File: src/design/rvIsaPkg.sv
/*
 * RV32I instruction-set definitions for the barrel core.
 * Word and field types, the opcodes the core executes, the funct3
 * codes for branches and shifts, and the ALU operation set.
 * Modules take it with a wildcard import in their body.
 */
package rvIsaPkg;

    //////////////////////////////////////////////////
    // Widths
    //////////////////////////////////////////////////
    localparam int XLEN      = 32;
    localparam int REG_IDX_W = 5;
    localparam int REG_COUNT = 32;   // Architectural registers per thread
    localparam int OPCODE_W  = 7;
    localparam int FUNCT3_W  = 3;
    localparam int SHAMT_W   = 5;    // Low bits of operand 2 used by shifts

    typedef logic [XLEN-1:0]      xlenT;
    typedef logic [REG_IDX_W-1:0] regIdxT;
    typedef logic [OPCODE_W-1:0]  opcodeT;
    typedef logic [FUNCT3_W-1:0]  funct3T;

    //////////////////////////////////////////////////
    // Opcodes
    //////////////////////////////////////////////////
    localparam opcodeT OP_LUI    = 7'b0110111;
    localparam opcodeT OP_AUIPC  = 7'b0010111;
    localparam opcodeT OP_JAL    = 7'b1101111;
    localparam opcodeT OP_JALR   = 7'b1100111;
    localparam opcodeT OP_BRANCH = 7'b1100011;
    localparam opcodeT OP_OPIMM  = 7'b0010011;
    localparam opcodeT OP_OP     = 7'b0110011;

    // Branch compare codes
    localparam funct3T F3_BEQ  = 3'b000;
    localparam funct3T F3_BNE  = 3'b001;
    localparam funct3T F3_BLT  = 3'b100;
    localparam funct3T F3_BGE  = 3'b101;
    localparam funct3T F3_BLTU = 3'b110;
    localparam funct3T F3_BGEU = 3'b111;

    // Shift codes, funct7 bit 5 picks SRL or SRA
    localparam funct3T F3_SLL = 3'b001;
    localparam funct3T F3_SR  = 3'b101;

    //////////////////////////////////////////////////
    // ALU operations, encoded {funct7[5], funct3}
    //////////////////////////////////////////////////
    typedef enum logic [3:0] {
        ALU_ADD  = 4'b0000,
        ALU_SLL  = 4'b0001,
        ALU_SLT  = 4'b0010,
        ALU_SLTU = 4'b0011,
        ALU_XOR  = 4'b0100,
        ALU_SRL  = 4'b0101,
        ALU_OR   = 4'b0110,
        ALU_AND  = 4'b0111,
        ALU_SUB  = 4'b1000,
        ALU_SRA  = 4'b1101
    } aluOpT;

    localparam xlenT PC_STEP = 32'd4;   // One 32-bit instruction

endpackage

File: src/design/barrelPkg.sv
/*
 * Organisation of the four-thread barrel core.
 * Thread slots, per-thread reset addresses and the structs that carry
 * the fetch request, the decoded instruction and the retired write.
 */
package barrelPkg;
    import rvIsaPkg::*;

    //////////////////////////////////////////////////
    // Threads
    //////////////////////////////////////////////////
    localparam int NUM_THREADS = 4;

    typedef enum logic [1:0] {
        T0,
        T1,
        T2,
        T3
    } threadT;

    // Reset PC of each thread, one code window each
    localparam xlenT THREAD_BASE [NUM_THREADS] = '{
        32'h0000_0000,
        32'h0000_0100,
        32'h0000_0200,
        32'h0000_0300
    };

    //////////////////////////////////////////////////
    // Pipe structs
    //////////////////////////////////////////////////
    typedef struct packed {
        threadT thread;     // Slot issuing this fetch
        xlenT   pc;
    } fetchReqT;

    typedef struct packed {
        regIdxT rs1;
        regIdxT rs2;
        regIdxT rd;         // x0 when nothing is written
        aluOpT  aluOp;
        logic   usePc;      // Operand 1 is the PC
        logic   useImm;     // Operand 2 is the immediate
        logic   zeroIn1;    // Operand 1 is zero
        xlenT   imm;
        logic   regWr;
        logic   isBranch;
        logic   isJal;
        logic   isJalr;
        funct3T funct3;     // Branch compare type
    } decodeT;

    typedef struct packed {
        logic   valid;
        threadT thread;
        regIdxT rd;
        xlenT   data;
    } retireT;

endpackage

File: src/design/pcCounter.sv
/*
 * Per-thread program counters.
 * One counter per slot, reset to the thread's base address. The
 * counter of the slot in Q100H goes out as the fetch PC, and the
 * Q101H thread loads its resolved next PC on the following clock.
 */
`timescale 1ns/1ns

module pcCounter (
    input  logic              QClk,
    input  logic              rstN,
    input  barrelPkg::threadT threadQ100H,
    output rvIsaPkg::xlenT    pcQ100H,
    input  logic              loadEn,
    input  barrelPkg::threadT loadThread,
    input  rvIsaPkg::xlenT    nextPc
);
    import rvIsaPkg::*;
    import barrelPkg::*;

    xlenT pcs [NUM_THREADS];    // One PC per thread

    always_ff @(posedge QClk) begin
        if (!rstN) begin
            for (int t = 0; t < NUM_THREADS; t++) begin
                pcs[t] <= THREAD_BASE[t];
            end
        end else if (loadEn) begin
            pcs[loadThread] <= nextPc;  // Never the slot being fetched
        end
    end

    // Current slot picks its counter
    assign pcQ100H = pcs[threadQ100H];

endmodule

File: config.mk
export PLATFORM = sky130hd
export DESIGN_NAME = pcCounter
export DESIGN_NICKNAME = d
export VERILOG_FILES = /design/src/design/rvIsaPkg.sv /design/src/design/barrelPkg.sv /design/src/design/pcCounter.sv
export SDC_FILE = /design/constraint.sdc
export NUM_CORES = 1
export LEC_CHECK = 0
export BUFFER_PORTS_ARGS = -buffer_cell sky130_fd_sc_hd__buf_4
export CAP_MARGIN = 20
export CORE_MARGIN = 3
export CORE_UTILIZATION = 45
export CTS_CLUSTER_DIAMETER = 80
export DETAILED_ROUTE_END_ITERATION = 8
export GPL_TIMING_DRIVEN = 0
export PLACE_DENSITY = 0.67
export SLEW_MARGIN = 20
export SYNTH_ARGS = -nofsm -noshare
export SYNTH_HDL_FRONTEND = slang
export SYNTH_SLANG_ARGS = --single-unit
File: constraint.sdc
create_clock -name QClk -period 3.8 [get_ports QClk]
set_input_delay 0.76 -clock QClk [delete_from_list [all_inputs] [get_ports QClk]]
set_output_delay 0.76 -clock QClk [all_outputs]
set_load 0.005 [all_outputs]
==> flow_metrics.env <==
export IMPL_timing_hold_worst_endpoint="pcs[1][8]"
export IMPL_post_route_cells_drive_above_1_share=0.3598
export IMPL_flow_area_growth_from_synthesis_pct=26.13
export IMPL_ant_cells=0
export IMPL_placementRows=40
export IMPL_wire_length_of_the_first_global_routing_pass_um=18570
export IMPL_final_setup_worst_slack_ns=1.303
export IMPL_postSynthRegisterBits=128
export IMPL_fp_dieH_um=117.7
export IMPL_globalRouteOverflowTotal=0
export IMPL_max_slew_margin_rel=0.5676
export IMPL_synth_warning_count=0
export IMPL_coreArea_mm2=0.01211
export IMPL_max_vdd_ir_drop_uv=289.6
export IMPL_final_max_slew_violation_count=0
export IMPL_dieArea_mm2=0.01385
export IMPL_finalCriticalPeriod_ns=2.497
export IMPL_drtPass1Iterations=4
export IMPL_final_common_cell="sky130_fd_sc_hd__edfxtp_1"
export IMPL_largest_registers="pcs: 128 flops"
export IMPL_synth_compound_area_frac=0.001783
export IMPL_power_total_mw=3.682
export IMPL_synth_top_area_frac=0.6848
export IMPL_wl_per_cell_um=19.70
export IMPL_postLayoutCoreUtil=0.5845
export IMPL_p_leak_nw=2.746
export IMPL_setup_viol=0
export IMPL_grt_antenna_before_repair=0
export IMPL_cp_start_kind="input pin"
export IMPL_top_register="pcs"
export IMPL_tritoncts_num_buffers=17
export IMPL_via_count_of_the_first_global_routing_pass=3318
export IMPL_cts_tree="built"
export IMPL_globalRouteTotalUtil=0.1812
export IMPL_grt_start_max_net_pins=23
export IMPL_layout_cells_non_filler=596
export IMPL_worst_slew_pin_transition_ns=0.6486
export IMPL_cts_hold_repair_buffers=0
export IMPL_syn_mean_instance_area_um2=17.38
export IMPL_clockBufferDepth=2
export IMPL_finalHoldViolations=0
export IMPL_post_synth_num_cell_types=19
export IMPL_hold_path_class="in -> reg"
export IMPL_detailed_place_hpwl_um=7468
export IMPL_largest_register_ffs=128
export IMPL_first_iter_violations=254
export IMPL_die_w_um=117.7
export IMPL_cts_resized=0
export IMPL_total_via_count_in_the_routed_design=3038
export IMPL_worstHoldPathCells=2
export IMPL_clkTransAtPathRegs_ns=0.05
export IMPL_synth_largest_area_cell="sky130_fd_sc_hd__edfxtp_1"
export IMPL_synth_adder_area_share=0
export IMPL_synth_xor_area_share=0
export IMPL_routed_wirelength_um=11740
export IMPL_timing_setup_critical_path_class="in -> out"
export IMPL_hold_path_startpoint="nextPc[8]"
export IMPL_worst_endpoint_arrival_ns=1.74
export IMPL_starting_density=0.4634
export IMPL_seq_area_frac_synth=0.6848
export IMPL_most_area_consuming_cells_after_synthesis="sky130_fd_sc_hd__edfxtp_1 68%, sky130_fd_sc_hd__mux4_2 12%, sky130_fd_sc_hd__and2_1 10%"
export IMPL_synth_net_count=362
export IMPL_grt_setup_unrepaired="no"
export IMPL_outcome="complete, no violations"
export IMPL_final_fill_count=957
export IMPL_htree_levels=4
export IMPL_cap_violations=0
export IMPL_power_per_cell_area_mw_per_mm2=520.1
export IMPL_simple_gate_share_of_the_synthesized_area=0.1538
export IMPL_synthesis_instances=323
export IMPL_ios=71
export IMPL_tritoncts_num_sinks=128
export IMPL_postCtsSetupRepairBufs=0
export IMPL_port_buffer_count=68
export IMPL_vias_per_cell=5.097
export IMPL_ctsRootBufferMaster="sky130_fd_sc_hd__clkbuf_16"
export IMPL_post_route_period_util=0.6572
export IMPL_max_freq_mhz=400.4
export IMPL_synth_top_family_by_area="simple AND/OR/NAND/NOR gates"
export IMPL_synth_mux_area_fraction=0.1297
export IMPL_cp_data_required_time_ns=3.04
export IMPL_antenna_left=0
export IMPL_commonest_non_fill_non_tap_cells_in_the_layout="128 x sky130_fd_sc_hd__edfxtp_1, 94 x sky130_fd_sc_hd__and2_1, 68 x sky130_fd_sc_hd__buf_4"
export IMPL_place_worst_setup_slack_ns=1.099
export IMPL_drc=0
export IMPL_syn_area_mm2=0.005613
export IMPL_gp_congestion=0.7432
export IMPL_end_kind="output port"
export IMPL_placed_cells_incl_taps=564
export IMPL_worst_path_max_fanout=10
export IMPL_layout_nets=454
==> per-layer routing <==
| metal | share of wire | up-vias | GRT usage |
|---|---|---|---|
| li1 | - | 1422 | - |
| met1 | 0.41 | 1523 | 0.2262 |
| met2 | 0.53 | 87 | 0.3011 |
| met3 | 0.051 | 6 | 0.05094 |
| met4 | 0.0086 | 0 | 0.07106 |
| met5 | 0 | - | 0 |
==> logic make-up after synthesis <==
group,count (synthesis)
AOI/OAI and AO/OA,2
buffers and inverters,25
DFF,128
muxes,32
and+or+nand+nor,136
==> layout make-up <==
class	count	area, um2	share of cell area
multi-input combinational	170	1629	0.2301
buffer	24	163.9	0.02315
tap	168	210.2	0.02969
sequential	128	3844	0.5429
inverter	1	3.754	0.0005302
clock inverter	14	171.4	0.02421
clock buffer	18	429.2	0.06062
timing repair buffer	73	628.1	0.08872
==> critical path, cell delays in order <==
cell and delay [ns]:
sky130_fd_sc_hd__buf_6 0.12, sky130_fd_sc_hd__buf_12 0.16, sky130_fd_sc_hd__mux4_2 0.53, sky130_fd_sc_hd__buf_4 0.16
==> how the worst max path moves through the flow <==
stage | from | to
finish | threadQ100H[0] | pcQ100H[10]
global route | threadQ100H[0] | pcQ100H[10]
CTS | threadQ100H[0] | pcQ100H[9]
detailed placement | rstN | pcs[1][12]
global placement | loadEn | pcs[0][12]
floorplan | loadEn | pcs[2][0]
==> report_power, final <==
group / internal (mW) / switching (mW)
clock network: 1.08 / 0.572
registers: 1.67 / 0.0239
logic: 0.183 / 0.151
==> metrics by stage <==
| stage | hold slack, ns | instance area (um2) | setup TNS [ns] |
|---|---|---|---|
| 2_1_floorplan | 0.9319 | 5613 | 0 |
| 3_3_place_gp | 1.039 | 6334 | -122.89 |
| 3_5_place_dp | 1.044 | 6479 | 0 |
| 4_1_cts | 0.6091 | 7079 | 0 |
| 5_1_grt | 0.6226 | 7079 | 0 |
| 6_report | 0.6300 | 7079 | 0 |
==> cells in the mapped netlist (all sizes together) <==
| library cell | number |
|---|---|
| o21ai | 2 |
| and3 | 30 |
| nand2 | 2 |
| edfxtp | 128 |
| and4bb | 1 |
| and4b | 2 |
| nand3b | 3 |
| nand3 | 1 |
| mux4 | 32 |
| nand2b | 2 |
| and2 | 94 |
| inv | 1 |
| buf | 9 |
| or2b | 1 |
| clkbuf | 15 |
Power figures use the tool's default switching activity.
