File: src/design/rvIsaPkg.sv
/*
 * RV32I instruction-set definitions for the barrel core.
 * Word and field types, the opcodes the core executes, the funct3
 * codes for branches and shifts, and the ALU operation set.
 * Modules take it with a wildcard import in their body.
 */
package rvIsaPkg;

    //////////////////////////////////////////////////
    // Widths
    //////////////////////////////////////////////////
    localparam int XLEN      = 32;
    localparam int REG_IDX_W = 5;
    localparam int REG_COUNT = 32;   // Architectural registers per thread
    localparam int OPCODE_W  = 7;
    localparam int FUNCT3_W  = 3;
    localparam int SHAMT_W   = 5;    // Low bits of operand 2 used by shifts

    typedef logic [XLEN-1:0]      xlenT;
    typedef logic [REG_IDX_W-1:0] regIdxT;
    typedef logic [OPCODE_W-1:0]  opcodeT;
    typedef logic [FUNCT3_W-1:0]  funct3T;

    //////////////////////////////////////////////////
    // Opcodes
    //////////////////////////////////////////////////
    localparam opcodeT OP_LUI    = 7'b0110111;
    localparam opcodeT OP_AUIPC  = 7'b0010111;
    localparam opcodeT OP_JAL    = 7'b1101111;
    localparam opcodeT OP_JALR   = 7'b1100111;
    localparam opcodeT OP_BRANCH = 7'b1100011;
    localparam opcodeT OP_OPIMM  = 7'b0010011;
    localparam opcodeT OP_OP     = 7'b0110011;

    // Branch compare codes
    localparam funct3T F3_BEQ  = 3'b000;
    localparam funct3T F3_BNE  = 3'b001;
    localparam funct3T F3_BLT  = 3'b100;
    localparam funct3T F3_BGE  = 3'b101;
    localparam funct3T F3_BLTU = 3'b110;
    localparam funct3T F3_BGEU = 3'b111;

    // Shift codes, funct7 bit 5 picks SRL or SRA
    localparam funct3T F3_SLL = 3'b001;
    localparam funct3T F3_SR  = 3'b101;

    //////////////////////////////////////////////////
    // ALU operations, encoded {funct7[5], funct3}
    //////////////////////////////////////////////////
    typedef enum logic [3:0] {
        ALU_ADD  = 4'b0000,
        ALU_SLL  = 4'b0001,
        ALU_SLT  = 4'b0010,
        ALU_SLTU = 4'b0011,
        ALU_XOR  = 4'b0100,
        ALU_SRL  = 4'b0101,
        ALU_OR   = 4'b0110,
        ALU_AND  = 4'b0111,
        ALU_SUB  = 4'b1000,
        ALU_SRA  = 4'b1101
    } aluOpT;

    localparam xlenT PC_STEP = 32'd4;   // One 32-bit instruction

endpackage

File: src/design/barrelPkg.sv
/*
 * Organisation of the four-thread barrel core.
 * Thread slots, per-thread reset addresses and the structs that carry
 * the fetch request, the decoded instruction and the retired write.
 */
package barrelPkg;
    import rvIsaPkg::*;

    //////////////////////////////////////////////////
    // Threads
    //////////////////////////////////////////////////
    localparam int NUM_THREADS = 4;

    typedef enum logic [1:0] {
        T0,
        T1,
        T2,
        T3
    } threadT;

    // Reset PC of each thread, one code window each
    localparam xlenT THREAD_BASE [NUM_THREADS] = '{
        32'h0000_0000,
        32'h0000_0100,
        32'h0000_0200,
        32'h0000_0300
    };

    //////////////////////////////////////////////////
    // Pipe structs
    //////////////////////////////////////////////////
    typedef struct packed {
        threadT thread;     // Slot issuing this fetch
        xlenT   pc;
    } fetchReqT;

    typedef struct packed {
        regIdxT rs1;
        regIdxT rs2;
        regIdxT rd;         // x0 when nothing is written
        aluOpT  aluOp;
        logic   usePc;      // Operand 1 is the PC
        logic   useImm;     // Operand 2 is the immediate
        logic   zeroIn1;    // Operand 1 is zero
        xlenT   imm;
        logic   regWr;
        logic   isBranch;
        logic   isJal;
        logic   isJalr;
        funct3T funct3;     // Branch compare type
    } decodeT;

    typedef struct packed {
        logic   valid;
        threadT thread;
        regIdxT rd;
        xlenT   data;
    } retireT;

endpackage

File: src/design/aluExec.sv
/*
 * Q101H execute.
 * Selects the ALU operands, runs the decoded operation, compares rs1
 * with rs2 for branches and resolves the thread's next PC. Jumps
 * return the link address as their result.
 */
`timescale 1ns/1ns

module aluExec (
    input  barrelPkg::decodeT dec,
    input  rvIsaPkg::xlenT    pc,
    input  rvIsaPkg::xlenT    rs1Data,
    input  rvIsaPkg::xlenT    rs2Data,
    output rvIsaPkg::xlenT    result,
    output rvIsaPkg::xlenT    nextPc
);
    import rvIsaPkg::*;

    xlenT               in1;
    xlenT               in2;
    xlenT               aluOut;
    xlenT               pcPlusStep;
    xlenT               pcTarget;
    logic [SHAMT_W-1:0] shamt;
    logic               taken;

    //////////////////////////////////////////////////
    // Operands and ALU
    //////////////////////////////////////////////////
    assign in1   = dec.zeroIn1 ? '0 : (dec.usePc ? pc : rs1Data);
    assign in2   = dec.useImm ? dec.imm : rs2Data;
    assign shamt = in2[SHAMT_W-1:0];

    always_comb begin
        case (dec.aluOp)
            ALU_ADD:  aluOut = in1 + in2;
            ALU_SUB:  aluOut = in1 - in2;
            ALU_SLT:  aluOut = {{(XLEN-1){1'b0}}, $signed(in1) < $signed(in2)};
            ALU_SLTU: aluOut = {{(XLEN-1){1'b0}}, in1 < in2};
            ALU_SLL:  aluOut = in1 << shamt;
            ALU_SRL:  aluOut = in1 >> shamt;
            ALU_SRA:  aluOut = $signed(in1) >>> shamt;     // Sign fill
            ALU_XOR:  aluOut = in1 ^ in2;
            ALU_OR:   aluOut = in1 | in2;
            ALU_AND:  aluOut = in1 & in2;
            default:  aluOut = '0;
        endcase
    end

    //////////////////////////////////////////////////
    // Branch compare, rs1 against rs2
    //////////////////////////////////////////////////
    always_comb begin
        case (dec.funct3)
            F3_BEQ:  taken = (rs1Data == rs2Data);
            F3_BNE:  taken = (rs1Data != rs2Data);
            F3_BLT:  taken = ($signed(rs1Data) < $signed(rs2Data));
            F3_BGE:  taken = ($signed(rs1Data) >= $signed(rs2Data));
            F3_BLTU: taken = (rs1Data < rs2Data);
            F3_BGEU: taken = (rs1Data >= rs2Data);
            default: taken = 1'b0;
        endcase
        taken = taken & dec.isBranch;
    end

    //////////////////////////////////////////////////
    // Result and next PC
    //////////////////////////////////////////////////
    assign pcPlusStep = pc + PC_STEP;
    assign pcTarget   = pc + dec.imm;                 // JAL and branch target

    assign result = (dec.isJal || dec.isJalr) ? pcPlusStep : aluOut;

    always_comb begin
        if (dec.isJalr) begin
            nextPc = {aluOut[XLEN-1:1], 1'b0};        // rs1 + imm, bit 0 cleared
        end else if (dec.isJal || taken) begin
            nextPc = pcTarget;
        end else begin
            nextPc = pcPlusStep;
        end
    end

endmodule

File: config.mk
export PLATFORM = sky130hd
export DESIGN_NAME = aluExec
export DESIGN_NICKNAME = d
export VERILOG_FILES = /design/src/design/rvIsaPkg.sv /design/src/design/barrelPkg.sv /design/src/design/aluExec.sv
export SDC_FILE = /design/constraint.sdc
export NUM_CORES = 1
export LEC_CHECK = 0
export BUFFER_PORTS_ARGS = -buffer_cell sky130_fd_sc_hd__buf_2
export CORE_UTILIZATION = 36
export DETAILED_ROUTE_END_ITERATION = 8
export PLACE_DENSITY = 0.59
export RECOVER_POWER = 50
export SLEW_MARGIN = 10
export SYNTH_ARGS = -nofsm -noshare
export SYNTH_HDL_FRONTEND = slang
export SYNTH_SLANG_ARGS = --single-unit
File: constraint.sdc
create_clock -name vclk -period 11.1
set_input_delay 1.665 -clock vclk [all_inputs]
set_output_delay 1.665 -clock vclk [all_outputs]
set_load 0.01 [all_outputs]
==> out/metrics.csv <==
stage,metric,value,unit
timing,Worst slew margin,-73.3,%
placed_design,routability congestion estimate,0.997,
timing,# setup viols final,0,
yosys,post-synthesis sequential area ratio,0,%
placed_design,I/O Buffers,205,
power,Peak supply drop,0.0272,mV
finish,ant diodes,0,
worst_setup_path,cells along the critical path,"clkbuf_1, buf_4, mux2i_1, nor2_1, inv_1, ha_1, fa_1, and3b_1, o211ai_1, a21boi_0, o31ai_1, a31oi_1, nor2b_1, o221ai_1, a221oi_1, o22ai_1, buf_2",
yosys,Synth cell types,86,
worst_setup_path,startpoint types,input port,
finish,Reg area,0,sq um
route,drt total wl,68700,um
timing,crit share post-route,88.9,%
worst_setup_path,"Arr. time, crit path",8200,ps
power,power per cell area,63.4,nW/um^2
grt,GRT Total Usage,33.9,%
power,total power,949,uW
grt,M2 GR Usage,53.7,%
grt,first-pass GRT wire length,101000,um
yosys,Mapped Nets,2375,
finish,share of cells above drive strength 1,13.6,%
die,Core Region,37500,sq um
finish,"most common cell after layout, fill and taps aside",nor2_1,
yosys,Syn. warnings,0,
cts,"Setup Fix Bufs, Post-CTS",0,
finish,area occupied by multi-input gates,12600,sq um
finish,most frequent cells in the layout,"nor2_1, o21ai_0, buf_2",
grt,vias in the first global route,16100,
worst_setup_path,Crit path largest cell delay,1100,ps
grt,grt ovf,0,
yosys,"Avg Cell Area, Syn",6.66,sq um
finish,area grow syn2layout,9.54,%
min_path,min-delay worst type,input port to output pin,
status,failing checks,"DRC, capacitance limit, slew limit",
grt,met3 GRT Util,3.68,%
status,status,"complete, but fails checks",
timing,worst slew pin tran,2600,ps
route,DR iter-0 viols,1920,
timing,min Tclk post-route,9860,ps
yosys,Syn Inst Count,2054,
finish,seq_cells,0,
worst_setup_path,worst-path fanout max,20,
power,Pleak,0.00651,uW
grt,largest net degree at the start of global routing,64,
route,DRC,2,
timing,Final TNS setup,0,ps
cts,hold_buf cts,0,
worst_setup_path,Critical Path End Type,output pin,
cts,# resized after CTS,0,
die,Initial Util,36.5,%
grt,met1 Resource Use GR,47.7,%
route,TritonRoute pass-1 iters,8,
grt,GR peak layer,met2,
route,wire per inst,25.8,um
die,chip width,197,um
route,DRT antenna net count,0,
route,drt via density,6.47,
yosys,Synth Cell Area,13700,sq um
finish,CLK BUF,0,
die,Ports,221,
timing,Final Slew Violations,56,
finish,Nets,2475,
min_path,hold wc startpoint,pc[1],
grt,initial antenna violation count,0,
timing,Peak Freq,0.101,GHz
worst_setup_path,Crit-path slowest cell,clkbuf_1,
job,max capacitance violation total,2,
timing,final hold violations,0,
finish,Fill cells,4147,
min_path,Hold Path Depth,4,
die,die area,38800,sq um
die,Row Count,71,
min_path,hold endpoint,result[1],
timing,RSZ-0062 raised after global routing,false,
route,Vias,17200,
die,Chip Height,197,um
worst_setup_path,WP data required,9440,ps
placed_design,DP HPWL,55600,um
worst_setup_path,Setup CP Type,input port to output pin,
==> logic make-up after synthesis <==
group	count (synthesis)	synth area share (%)
compound gates	722	33.8
xor+xnor	74	4.74
fa+ha+maj	164	15.2
buf+inv	288	8.50
mux	185	17.1
simple gates	621	20.7
==> worst max path at each step <==
stage / slack (ps) / to / depth (start not counted) / startpoint
floorplan: 3960 / nextPc[30] / 16 / dec[40]
global placement: 2090 / nextPc[26] / 16 / dec[40]
detailed placement: 2010 / nextPc[26] / 16 / dec[40]
CTS: 2010 / nextPc[26] / 16 / dec[40]
global route: 1010 / nextPc[26] / 17 / dec[41]
finish: 1240 / nextPc[26] / 17 / dec[41]
==> per-layer routing <==
| layer | share of wire (%) | vias to the layer above |
|---|---|---|
| met5 | 0 | - |
| met4 | 4.2 | 0 |
| met3 | 9.7 | 153 |
| met2 | 43 | 1024 |
| met1 | 43 | 8215 |
| li1 | - | 7832 |
==> Yosys cell counts, types with 6 or more instances <==
library cell / count / area (sq um)
and2_1: 9 / 56.3
nand4_1: 23 / 144
o31a_1: 8 / 70.1
o22ai_1: 34 / 213
nor4_1: 20 / 125
xnor2_1: 53 / 464
nor2_1: 214 / 803
or3_1: 22 / 138
o2bb2ai_1: 10 / 87.6
o21ai_0: 189 / 946
nand2_1: 177 / 664
a31oi_1: 16 / 100
mux2_2: 15 / 169
inv_1: 149 / 559
o211ai_1: 42 / 315
o221ai_1: 15 / 131
o21bai_1: 12 / 90.1
o21a_1: 19 / 143
a221o_1: 7 / 70.1
nor2b_1: 18 / 113
and3_1: 13 / 81.3
o31ai_1: 18 / 135
ha_1: 161 / 2010
nand3_1: 48 / 240
a21oi_1: 163 / 816
nor3_1: 45 / 225
a21o_1: 25 / 188
mux2i_1: 130 / 1300
nand2b_1: 10 / 62.6
xor2_1: 21 / 184
buf_2: 15 / 75.1
a221oi_1: 14 / 123
or2_2: 6 / 37.5
a211oi_1: 30 / 225
buf_1: 15 / 56.3
clkbuf_1: 93 / 349
o21ai_1: 23 / 115
a22oi_1: 30 / 225
mux4_2: 37 / 833
buf_4: 6 / 45.0
==> power breakdown <==
group / leakage, uW / switching, uW / internal (uW)
sequential: 0 / 0 / 0
combinational: 0.00651 / 615 / 334
clock: 0 / 0 / 0
total: 0.00651 / 615 / 334
==> per-stage QoR <==
| step | instances | worst slack, ps | hold WS (ps) | area (sq um) | util (%) |
|---|---|---|---|---|---|
| 2_1_floorplan | 2054 | 3960 | 3480 | 13700 | - |
| 6_report | 2663 | 1240 | 3700 | 15000 | 40.0 |
| 3_3_place_gp | 2663 | 2090 | 3690 | 15000 | 40.1 |
| 3_5_place_dp | 2663 | 2010 | 3690 | 15000 | 40.1 |
| 4_1_cts | 2663 | 2010 | 3690 | 15000 | 40.1 |
| 5_1_grt | 2663 | 1010 | 3730 | 15000 | 40.0 |
==> final cells by class <==
class                      instances  area share, %
timing repair buffer             232           8.03
inverter                         154           3.88
multi-input combinational       1766           83.8
tap                              511           4.27
==> worst max-delay path: cells and delay by family <==
family | cells | cell delay [ps]
AOI/OAI and AO/OA | 7 | 2650
adders and majority gates | 2 | 500
buffers and inverters | 4 | 1860
muxes | 1 | 540
and+or+nand+nor | 3 | 950
Power figures use the tool's default switching activity.
