### src/design/rvIsaPkg.sv
/*
 * RV32I instruction-set definitions for the barrel core.
 * Word and field types, the opcodes the core executes, the funct3
 * codes for branches and shifts, and the ALU operation set.
 * Modules take it with a wildcard import in their body.
 */
package rvIsaPkg;

    //////////////////////////////////////////////////
    // Widths
    //////////////////////////////////////////////////
    localparam int XLEN      = 32;
    localparam int REG_IDX_W = 5;
    localparam int REG_COUNT = 32;   // Architectural registers per thread
    localparam int OPCODE_W  = 7;
    localparam int FUNCT3_W  = 3;
    localparam int SHAMT_W   = 5;    // Low bits of operand 2 used by shifts

    typedef logic [XLEN-1:0]      xlenT;
    typedef logic [REG_IDX_W-1:0] regIdxT;
    typedef logic [OPCODE_W-1:0]  opcodeT;
    typedef logic [FUNCT3_W-1:0]  funct3T;

    //////////////////////////////////////////////////
    // Opcodes
    //////////////////////////////////////////////////
    localparam opcodeT OP_LUI    = 7'b0110111;
    localparam opcodeT OP_AUIPC  = 7'b0010111;
    localparam opcodeT OP_JAL    = 7'b1101111;
    localparam opcodeT OP_JALR   = 7'b1100111;
    localparam opcodeT OP_BRANCH = 7'b1100011;
    localparam opcodeT OP_OPIMM  = 7'b0010011;
    localparam opcodeT OP_OP     = 7'b0110011;

    // Branch compare codes
    localparam funct3T F3_BEQ  = 3'b000;
    localparam funct3T F3_BNE  = 3'b001;
    localparam funct3T F3_BLT  = 3'b100;
    localparam funct3T F3_BGE  = 3'b101;
    localparam funct3T F3_BLTU = 3'b110;
    localparam funct3T F3_BGEU = 3'b111;

    // Shift codes, funct7 bit 5 picks SRL or SRA
    localparam funct3T F3_SLL = 3'b001;
    localparam funct3T F3_SR  = 3'b101;

    //////////////////////////////////////////////////
    // ALU operations, encoded {funct7[5], funct3}
    //////////////////////////////////////////////////
    typedef enum logic [3:0] {
        ALU_ADD  = 4'b0000,
        ALU_SLL  = 4'b0001,
        ALU_SLT  = 4'b0010,
        ALU_SLTU = 4'b0011,
        ALU_XOR  = 4'b0100,
        ALU_SRL  = 4'b0101,
        ALU_OR   = 4'b0110,
        ALU_AND  = 4'b0111,
        ALU_SUB  = 4'b1000,
        ALU_SRA  = 4'b1101
    } aluOpT;

    localparam xlenT PC_STEP = 32'd4;   // One 32-bit instruction

endpackage

### src/design/barrelPkg.sv
/*
 * Organisation of the four-thread barrel core.
 * Thread slots, per-thread reset addresses and the structs that carry
 * the fetch request, the decoded instruction and the retired write.
 */
package barrelPkg;
    import rvIsaPkg::*;

    //////////////////////////////////////////////////
    // Threads
    //////////////////////////////////////////////////
    localparam int NUM_THREADS = 4;

    typedef enum logic [1:0] {
        T0,
        T1,
        T2,
        T3
    } threadT;

    // Reset PC of each thread, one code window each
    localparam xlenT THREAD_BASE [NUM_THREADS] = '{
        32'h0000_0000,
        32'h0000_0100,
        32'h0000_0200,
        32'h0000_0300
    };

    //////////////////////////////////////////////////
    // Pipe structs
    //////////////////////////////////////////////////
    typedef struct packed {
        threadT thread;     // Slot issuing this fetch
        xlenT   pc;
    } fetchReqT;

    typedef struct packed {
        regIdxT rs1;
        regIdxT rs2;
        regIdxT rd;         // x0 when nothing is written
        aluOpT  aluOp;
        logic   usePc;      // Operand 1 is the PC
        logic   useImm;     // Operand 2 is the immediate
        logic   zeroIn1;    // Operand 1 is zero
        xlenT   imm;
        logic   regWr;
        logic   isBranch;
        logic   isJal;
        logic   isJalr;
        funct3T funct3;     // Branch compare type
    } decodeT;

    typedef struct packed {
        logic   valid;
        threadT thread;
        regIdxT rd;
        xlenT   data;
    } retireT;

endpackage

### src/design/instDecoder.sv
/*
 * Q101H instruction decode.
 * Splits the fetched word into register fields, builds the immediate
 * its opcode needs and sets the operand sources, control flags and
 * ALU operation. Unknown opcodes decode to a no-write instruction.
 */
`timescale 1ns/1ns

module instDecoder (
    input  rvIsaPkg::xlenT    inst,
    output barrelPkg::decodeT dec
);
    import rvIsaPkg::*;

    opcodeT opcode;
    funct3T funct3;
    logic   funct7b5;
    logic   isShiftImm;
    xlenT   iImm;
    xlenT   bImm;
    xlenT   uImm;
    xlenT   jImm;

    //////////////////////////////////////////////////
    // Fields and immediates
    //////////////////////////////////////////////////
    assign opcode   = inst[6:0];
    assign funct3   = inst[14:12];
    assign funct7b5 = inst[30];     // SUB and SRA select

    assign iImm = {{20{inst[31]}}, inst[31:20]};
    assign bImm = {{20{inst[31]}}, inst[7], inst[30:25], inst[11:8], 1'b0};
    assign uImm = {inst[31:12], 12'b0};
    assign jImm = {{12{inst[31]}}, inst[19:12], inst[20], inst[30:21], 1'b0};

    assign isShiftImm = (funct3 == F3_SLL) || (funct3 == F3_SR);

    //////////////////////////////////////////////////
    // Control
    //////////////////////////////////////////////////
    always_comb begin
        dec.rs1      = inst[19:15];
        dec.rs2      = inst[24:20];
        dec.rd       = inst[11:7];
        dec.funct3   = funct3;
        dec.aluOp    = ALU_ADD;     // Address and upper-immediate adds
        dec.usePc    = 1'b0;
        dec.useImm   = 1'b0;
        dec.zeroIn1  = 1'b0;
        dec.imm      = iImm;
        dec.regWr    = 1'b0;
        dec.isBranch = 1'b0;
        dec.isJal    = 1'b0;
        dec.isJalr   = 1'b0;

        case (opcode)
            OP_LUI: begin
                dec.zeroIn1 = 1'b1;     // 0 + U immediate
                dec.useImm  = 1'b1;
                dec.imm     = uImm;
                dec.regWr   = 1'b1;
            end
            OP_AUIPC: begin
                dec.usePc  = 1'b1;      // PC + U immediate
                dec.useImm = 1'b1;
                dec.imm    = uImm;
                dec.regWr  = 1'b1;
            end
            OP_JAL: begin
                dec.isJal = 1'b1;
                dec.imm   = jImm;
                dec.regWr = 1'b1;       // Link
            end
            OP_JALR: begin
                dec.isJalr = 1'b1;
                dec.useImm = 1'b1;      // ALU forms rs1 + imm
                dec.regWr  = 1'b1;
            end
            OP_BRANCH: begin
                dec.isBranch = 1'b1;
                dec.imm      = bImm;
            end
            OP_OPIMM: begin
                dec.useImm = 1'b1;
                dec.regWr  = 1'b1;
                dec.aluOp  = aluOpT'({isShiftImm & funct7b5, funct3});
            end
            OP_OP: begin
                dec.regWr = 1'b1;
                dec.aluOp = aluOpT'({funct7b5, funct3});
            end
            default: ;                  // No write, falls through to PC+4
        endcase

        if (!dec.regWr) begin
            dec.rd = '0;                // Branches and unknown opcodes
        end
    end

endmodule

### config.mk
export PLATFORM = sky130hd
export DESIGN_NAME = instDecoder
export DESIGN_NICKNAME = d
export VERILOG_FILES = /design/src/design/rvIsaPkg.sv /design/src/design/barrelPkg.sv /design/src/design/instDecoder.sv
export SDC_FILE = /design/constraint.sdc
export NUM_CORES = 1
export LEC_CHECK = 0
export ABC_CLOCK_PERIOD_IN_PS = 1650
export BUFFER_PORTS_ARGS = -buffer_cell sky130_fd_sc_hd__buf_4
export CELL_PAD_IN_SITES_DETAIL_PLACEMENT = 1
export CELL_PAD_IN_SITES_GLOBAL_PLACEMENT = 1
export CORE_MARGIN = 2
export CORE_UTILIZATION = 17
export DETAILED_ROUTE_END_ITERATION = 16
export PLACE_DENSITY_LB_ADDON = 0.1
export SLEW_MARGIN = 0
export SYNTH_ARGS = -nofsm -noshare
export SYNTH_HDL_FRONTEND = slang
export SYNTH_SLANG_ARGS = --single-unit
### constraint.sdc
create_clock -name vclk -period 1.65
set_input_delay 0.165 -clock vclk [all_inputs]
set_output_delay 0.165 -clock vclk [all_outputs]
set_load 0.05 [all_outputs]
==> summary.txt, run 1 <==
Status
  – Status: finished clean

Layout
  – Layout cells sized above 1: 0.765
  – Num sequential: 0
  – Finished Cell Area: between 1500 and 2000 um^2
  – Layout area overhead: 161%
  – Storage cell area: 0 um^2
  – Clock buffer cells: 0
  – Post-Route Utilization: 0.465
  – Fin nets: ~200
  – Ant. Diodes: 0

Floorplanning
  – Rows: 21
  – Total core area: ~3400 um^2
  – Die Span X: 63.4 um
  – # IOs: a little over 90
  – DIE AREA: 4020 um^2
  – DIE HEIGHT: around 63 um
  – Starting Density: 0.178

Worst setup path
  – Slowest stage cell, crit path: or3b_4
  – Crit. End Element: output pin
  – Arrival time at the worst endpoint: about 1.5 ns
  – CP Max Fanout: 8
  – WS Path Type: in -> out
  – Critical path launch point type: input port
  – Required @ worst endpoint: approximately 1.5 ns
  – Crit-path max cell delay: approximately 0.4 ns
  – Cells along the critical path: buf_6, or3b_4, nor2_4, or2_4, buf_12, a21o_4, buf_8

Power
  – Leak: ~0.85 nW
  – Peak supply drop: approximately 0.00017 V
  – PD cells: around 370 nW/um^2

Synthesis
  – Most frequent cell after synthesis: a21o_1
  – Register area share after synthesis: 0
  – Distinct cells, synth: 29
  – Commonest cells in the netlist: a21o_1 (19), buf_4 (15), and2_1 (8), a22o_1 (4), nor2b_1 (4)
  – Mapped Area: 599 um^2
  – Area leader, netlist: a21o_1
  – Syn nets: between 100 and 150
  – Yosys top cell area share: 0.238
  – Synthesis warning total: 0
  – Synthesized netlist cell count: between 80 and 90
  – Syn avg cell area: around 7.2 um^2
  – Synth area leaders: a21o_1 (24%), buf_4 (19%), and2_1 (8.4%)

Detailed routing
  – Antenna Nets Post-Route: 0
  – DRT Pass-1 Iters: 3
  – Vias per cell: 4.46
  – Final wirelength: around 2.8 mm
  – Drt drc: 0
  – Average wire per cell in the routed design: 13.1 um
  – Vias: slightly below 1000
  – Drt first-iter violations: 26

Job
  – Number of max-cap violations: 0

Timing
  – Max Freq: 607 MHz
  – Rel. slew slack: 0.658
  – Final Hold Viols: 0
  – Setup TNS: 0 ns
  – Period utilisation layout: 0.998
  – Max Slew Vio Count: 0
  – RSZ-0062 raised after global routing: true
  – Final setup fails: 0
  – Tightest Pin Transition: around 0.51 ns
  – Crit path time final: roughly 1.6 ns

Place
  – Post-DP HPWL: about 2.4 mm
  – GPL Wtd Cong: 0.706
  – Post-Place Cell Area: ~1400 um^2
  – Port buffer count: 93

CTS
  – CTS Hold Bufs: 0

Global route
  – Global Route Usage Sum: 0.125
  – GRT overflow: 0
  – Initial antenna violation count: 0
  – Vias in the first global route: 975
  – Global-route wire length before repair: about 4.3 mm
  – Pin count of the biggest net entering global routing: 16

Min path
  – Hold Crit Class: in -> out
  – Hold path cells: 2
==> layer usage <==
| layer | GRT usage | part of all wire | routed length [um] | vias to the layer above |
|---|---|---|---|---|
| li1 | - | - | - | 456 |
| met1 | 0.138 | 0.36 | 1020 | 456 |
| met2 | 0.257 | 0.55 | 1550 | 52 |
| met3 | 0.0214 | 0.090 | 253 | 0 |
| met4 | 0 | 0 | 0 | 0 |
| met5 | 0 | 0 | 0 | - |
==> power by group <==
part,internal [W],switching [W],total [W]
clock network,0,0,0
registers,0,0,0
logic,0.000222,0.000351,0.000573
==> cell families (layout without fill, tap and decap cells) <==
logic type / after synthesis / in the layout / share of synthesized area
and+or+nand+nor: 35 / 35 / 0.403
AOI/OAI and AO/OA: 27 / 27 / 0.344
buffers and inverters: 21 / 108 / 0.253
==> metrics by stage <==
stage | hold WS, ns | cells | setup WS, ns | total power (W)
finish | 0.600 | 216 | 0.00370 | 0.000573
global route | 0.604 | 216 | -0.0439 | 0.000598
CTS | 0.597 | 217 | 0.000572 | 0.000529
detailed placement | 0.597 | 216 | -0.0752 | 0.000525
global placement | 0.596 | 216 | -0.0112 | 0.000520
floorplan | 0.417 | 83 | -0.205 | 0.000347
==> placed cells by master (no fill, tap or decap), types with 2 or more instances in the layout <==
cell type  Yosys  routed
buf_4         15      84
a21o_1        19      11
buf_6          2      10
buf_8          0      10
and2_1         8       8
a21o_4         0       8
nor2b_1        4       4
inv_1          3       3
nor2_4         1       3
nor4_1         2       2
nand3_1        2       2
nor3_1         3       2
and2b_1        2       2
a22o_4         0       2
a22o_2         0       2
==> worst max-delay path: cells and delay by family <==
kind                   cells  cell delay (ns)
AOI/OAI and AO/OA          1             0.12
buffers and inverters      3             0.36
and+or+nand+nor            3             0.84
==> final timing paths <==
path / startpoint / end
worst max-delay path: inst[3] / dec[21]
worst min-delay path: inst[31] / dec[38]
==> timing repair <==
action	4_1_cts	5_1_grt
pin swaps	1	13
setup buffers	1	0
resized for setup	5	39
endpoints found under the setup margin	22	20
==> final cells by class <==
class	count	area [um^2]
tap	46	57.6
inverter	3	11.3
fill	423	1800
multi-input combinational	62	582
timing repair buffer	105	913
Power figures use the tool's default switching activity.
==> inputs of run 2 (changes only) <==
--- a/config.mk
+++ b/config.mk
@@ -7,12 +7,14 @@
 export LEC_CHECK = 0
 export ABC_CLOCK_PERIOD_IN_PS = 1650
 export BUFFER_PORTS_ARGS = -buffer_cell sky130_fd_sc_hd__buf_4
+export CAP_MARGIN = 10
 export CELL_PAD_IN_SITES_DETAIL_PLACEMENT = 1
 export CELL_PAD_IN_SITES_GLOBAL_PLACEMENT = 1
 export CORE_MARGIN = 2
 export CORE_UTILIZATION = 17
 export DETAILED_ROUTE_END_ITERATION = 16
 export PLACE_DENSITY_LB_ADDON = 0.1
+export SETUP_SLACK_MARGIN = 0.4
 export SLEW_MARGIN = 0
 export SYNTH_ARGS = -nofsm -noshare
 export SYNTH_HDL_FRONTEND = slang
==> run 2 against run 1 <==
- non-clock buffer count increased by 23
- sequential share of layout area unchanged
- final cell count increased by 11%
- critical path depth increased by 1
- sequential cell count unchanged
- setup slack got worse by 0.073 ns
- fmax decreased by 4.3%
- routed wire length increased by 89%
- global-route usage increased by 7.7 points
- the flow now finishes with violations (negative setup slack)
- via count increased by 17%
- critical endpoint is now dec[18]
- critical path type unchanged
- hold slack improved by 0.0051 ns
==> summary.txt, run 2 (synthesis gave the netlist of run 1 again) <==
Power
  – Peak supply drop: 0.000206 V (+24%)
  – Internal power: 0.000315 W (+42%)
  – Leak: 1.13 nW (+33%)
  – PD cells: 313 nW/um^2 (-15%)
  – Switching share of total power: 0.568 (-0.0439)
  – Overall Power: 0.000729 W (+27%)
  – Sequential share of power: 0 (unchanged)
  – Comb power frac: 1.000 (about the same)
  – Clock power share: 0 (unchanged)
  – Net switching power: 0.000414 W (+18%)

Timing
  – Hold slack: 0.605 ns (+0.00514 ns)
  – Setup WS post-layout: -0.0697 ns (-0.0734 ns)
  – Final Hold Viols: 0 (unchanged)
  – Max Slew Vio Count: 0 (unchanged)
  – Final setup fails: 18 (+18)
  – Crit path time final: 1.72 ns (+0.0734 ns)
  – Rel. slew slack: 0.803 (+0.145)
  – Max Freq: 581 MHz (-4.3%)
  – Setup TNS: -0.531 ns (-0.531 ns)
  – Period utilisation layout: 1.04 (+0.0445)
  – RSZ-0062 raised after global routing: true
  – Tightest Pin Transition: 0.294 ns (-0.216 ns)

Detailed routing
  – Drt drc: 0 (unchanged)
  – Drt first-iter violations: 38 (+46%)
  – Final wirelength: 5.33 mm (+89%)
  – Average wire per cell in the routed design: 22.2 um (+70%)
  – DRT Pass-1 Iters: 3 (unchanged)
  – Vias: 1128 (+17%)
  – Antenna Nets Post-Route: 0 (unchanged)
  – Vias per cell: 4.70 (+5.3%)

Global route
  – Initial antenna violation count: 0 (unchanged)
  – Grt peak-use layer: met2
  – GRT overflow: 0 (unchanged)
  – Met2 usage: 0.412 (+0.155)
  – M1 GR Usage: 0.219 (+0.0807)
  – Vias in the first global route: 1266 (+30%)
  – Pin count of the biggest net entering global routing: 12 (-4)
  – Global Route Usage Sum: 0.202 (+0.0769)
  – Global-route wire length before repair: 6.51 mm (+52%)
  – M3 GR Usage: 0.0429 (+0.0214)

Min path
  – Hold Crit Class: in -> out
  – Hold_sp: inst[17]
  – Hold path cells: 2 (unchanged)
  – Hold-critical path endpoint: dec[58]

Layout
  – Leading cell type in the layout, fill and taps excluded: buf_4
  – Finished Cell Area: 2330 um^2 (+49%)
  – Clock buffer cells: 0 (unchanged)
  – Num sequential: 0 (unchanged)
  – Storage cell area: 0 um^2 (unchanged)
  – Layout area overhead: 289%
  – Fin nets: 228 (+12%)
  – Ant. Diodes: 0 (unchanged)
  – Multi-input logic area: 827 um^2 (+42%)
  – Layout cells sized above 1: 0.954 (+0.189)
  – Most frequent cells in the layout: buf_4 (58), buf_8 (40), buf_6 (24), a21o_4 (19), and2_4 (8)
  – Fillers: 344 (-19%)

Place
  – Post-DP HPWL: 2.73 mm (+14%)
  – GPL Wtd Cong: 0.686 (-2.8%)
  – Pre-CTS setup slack: -0.267 ns (-0.192 ns)
  – Port buffer count: 93 (unchanged)
  – Post-Place Cell Area: 1650 um^2 (+20%)

CTS
  – CTS Hold Bufs: 0 (unchanged)

Floorplanning
  – Starting Density: 0.178 (unchanged)
  – DIE HEIGHT: 63.4 um (unchanged)
  – Rows: 21 (unchanged)
  – DIE AREA: 4020 um^2 (unchanged)
  – # IOs: 93 (unchanged)
  – Die Span X: 63.4 um (unchanged)
  – Total core area: 3360 um^2 (unchanged)

Worst setup path
  – Required @ worst endpoint: 1.48 ns (about the same)
  – Crit. End Element: output pin
  – Critical path launch point type: input port
  – WS Path Type: in -> out
  – Arrival time at the worst endpoint: 1.55 ns (+0.07 ns)
  – CP Max Fanout: 4 (-4)

Job
  – Number of max-cap violations: 0 (unchanged)

Status
  – Failing checks: negative setup slack
  – Status: complete, but fails checks
run 2: cell count changes in the layout (fill, tap and decap cells not counted), sizes merged:
cell,previous run,this run
nor2,4,5
buf,105,128
run 2: critical path, stage by stage:
cell and delay (ns):
buf_6 0.09, buf_6 0.11, nand4b_1 0.30, nor2_4 0.23, buf_6 0.14, nor4_4 0.03
a221o_2 0.32, buf_8 0.16
run 2: worst max path at each step:
stage,startpoint,end,cells after the start
detailed placement,inst[4],dec[31],6
floorplan,inst[4],dec[18],4
global route,inst[4],dec[18],8
finish,inst[4],dec[18],8
CTS,inst[4],dec[18],8
global placement,inst[4],dec[32],6
run 2: power by group through the flow:
stage | Clock [W] | Combinational (W) | Sequential (W)
finish | 0 | 0.000729 | 0
global placement | 0 | 0.000576 | 0
global route | 0 | 0.000750 | 0
detailed placement | 0 | 0.000584 | 0
CTS | 0 | 0.000669 | 0
floorplan | 0 | 0.000393 | 0
run 2: cell type report:
cell class / count / area share
tap: 46 / 0.0247
timing repair buffer: 128 / 0.615
multi-input combinational: 63 / 0.355
inverter: 3 / 0.00483
run 2: layer usage:
metal | share of wire | vias up
li1 | - | 510
met1 | 0.33 | 534
met2 | 0.57 | 72
met3 | 0.070 | 12
met4 | 0.029 | 0
met5 | 0 | -
run 2: timing repair:
| item | CTS | global route |
|---|---|---|
| gates resized for setup | 98 | 31 |
| pin swaps | 13 | 10 |
| buffers inserted | 11 | 4 |
| gates cloned | 1 | 1 |
| endpoints found under the setup margin | 47 | 47 |
run 2: stage by stage:
stage               utilization  cells
finish                    0.693    240
global route              0.693    240
CTS                       0.638    235
detailed placement        0.490    223
global placement          0.490    223
floorplan                     -     83
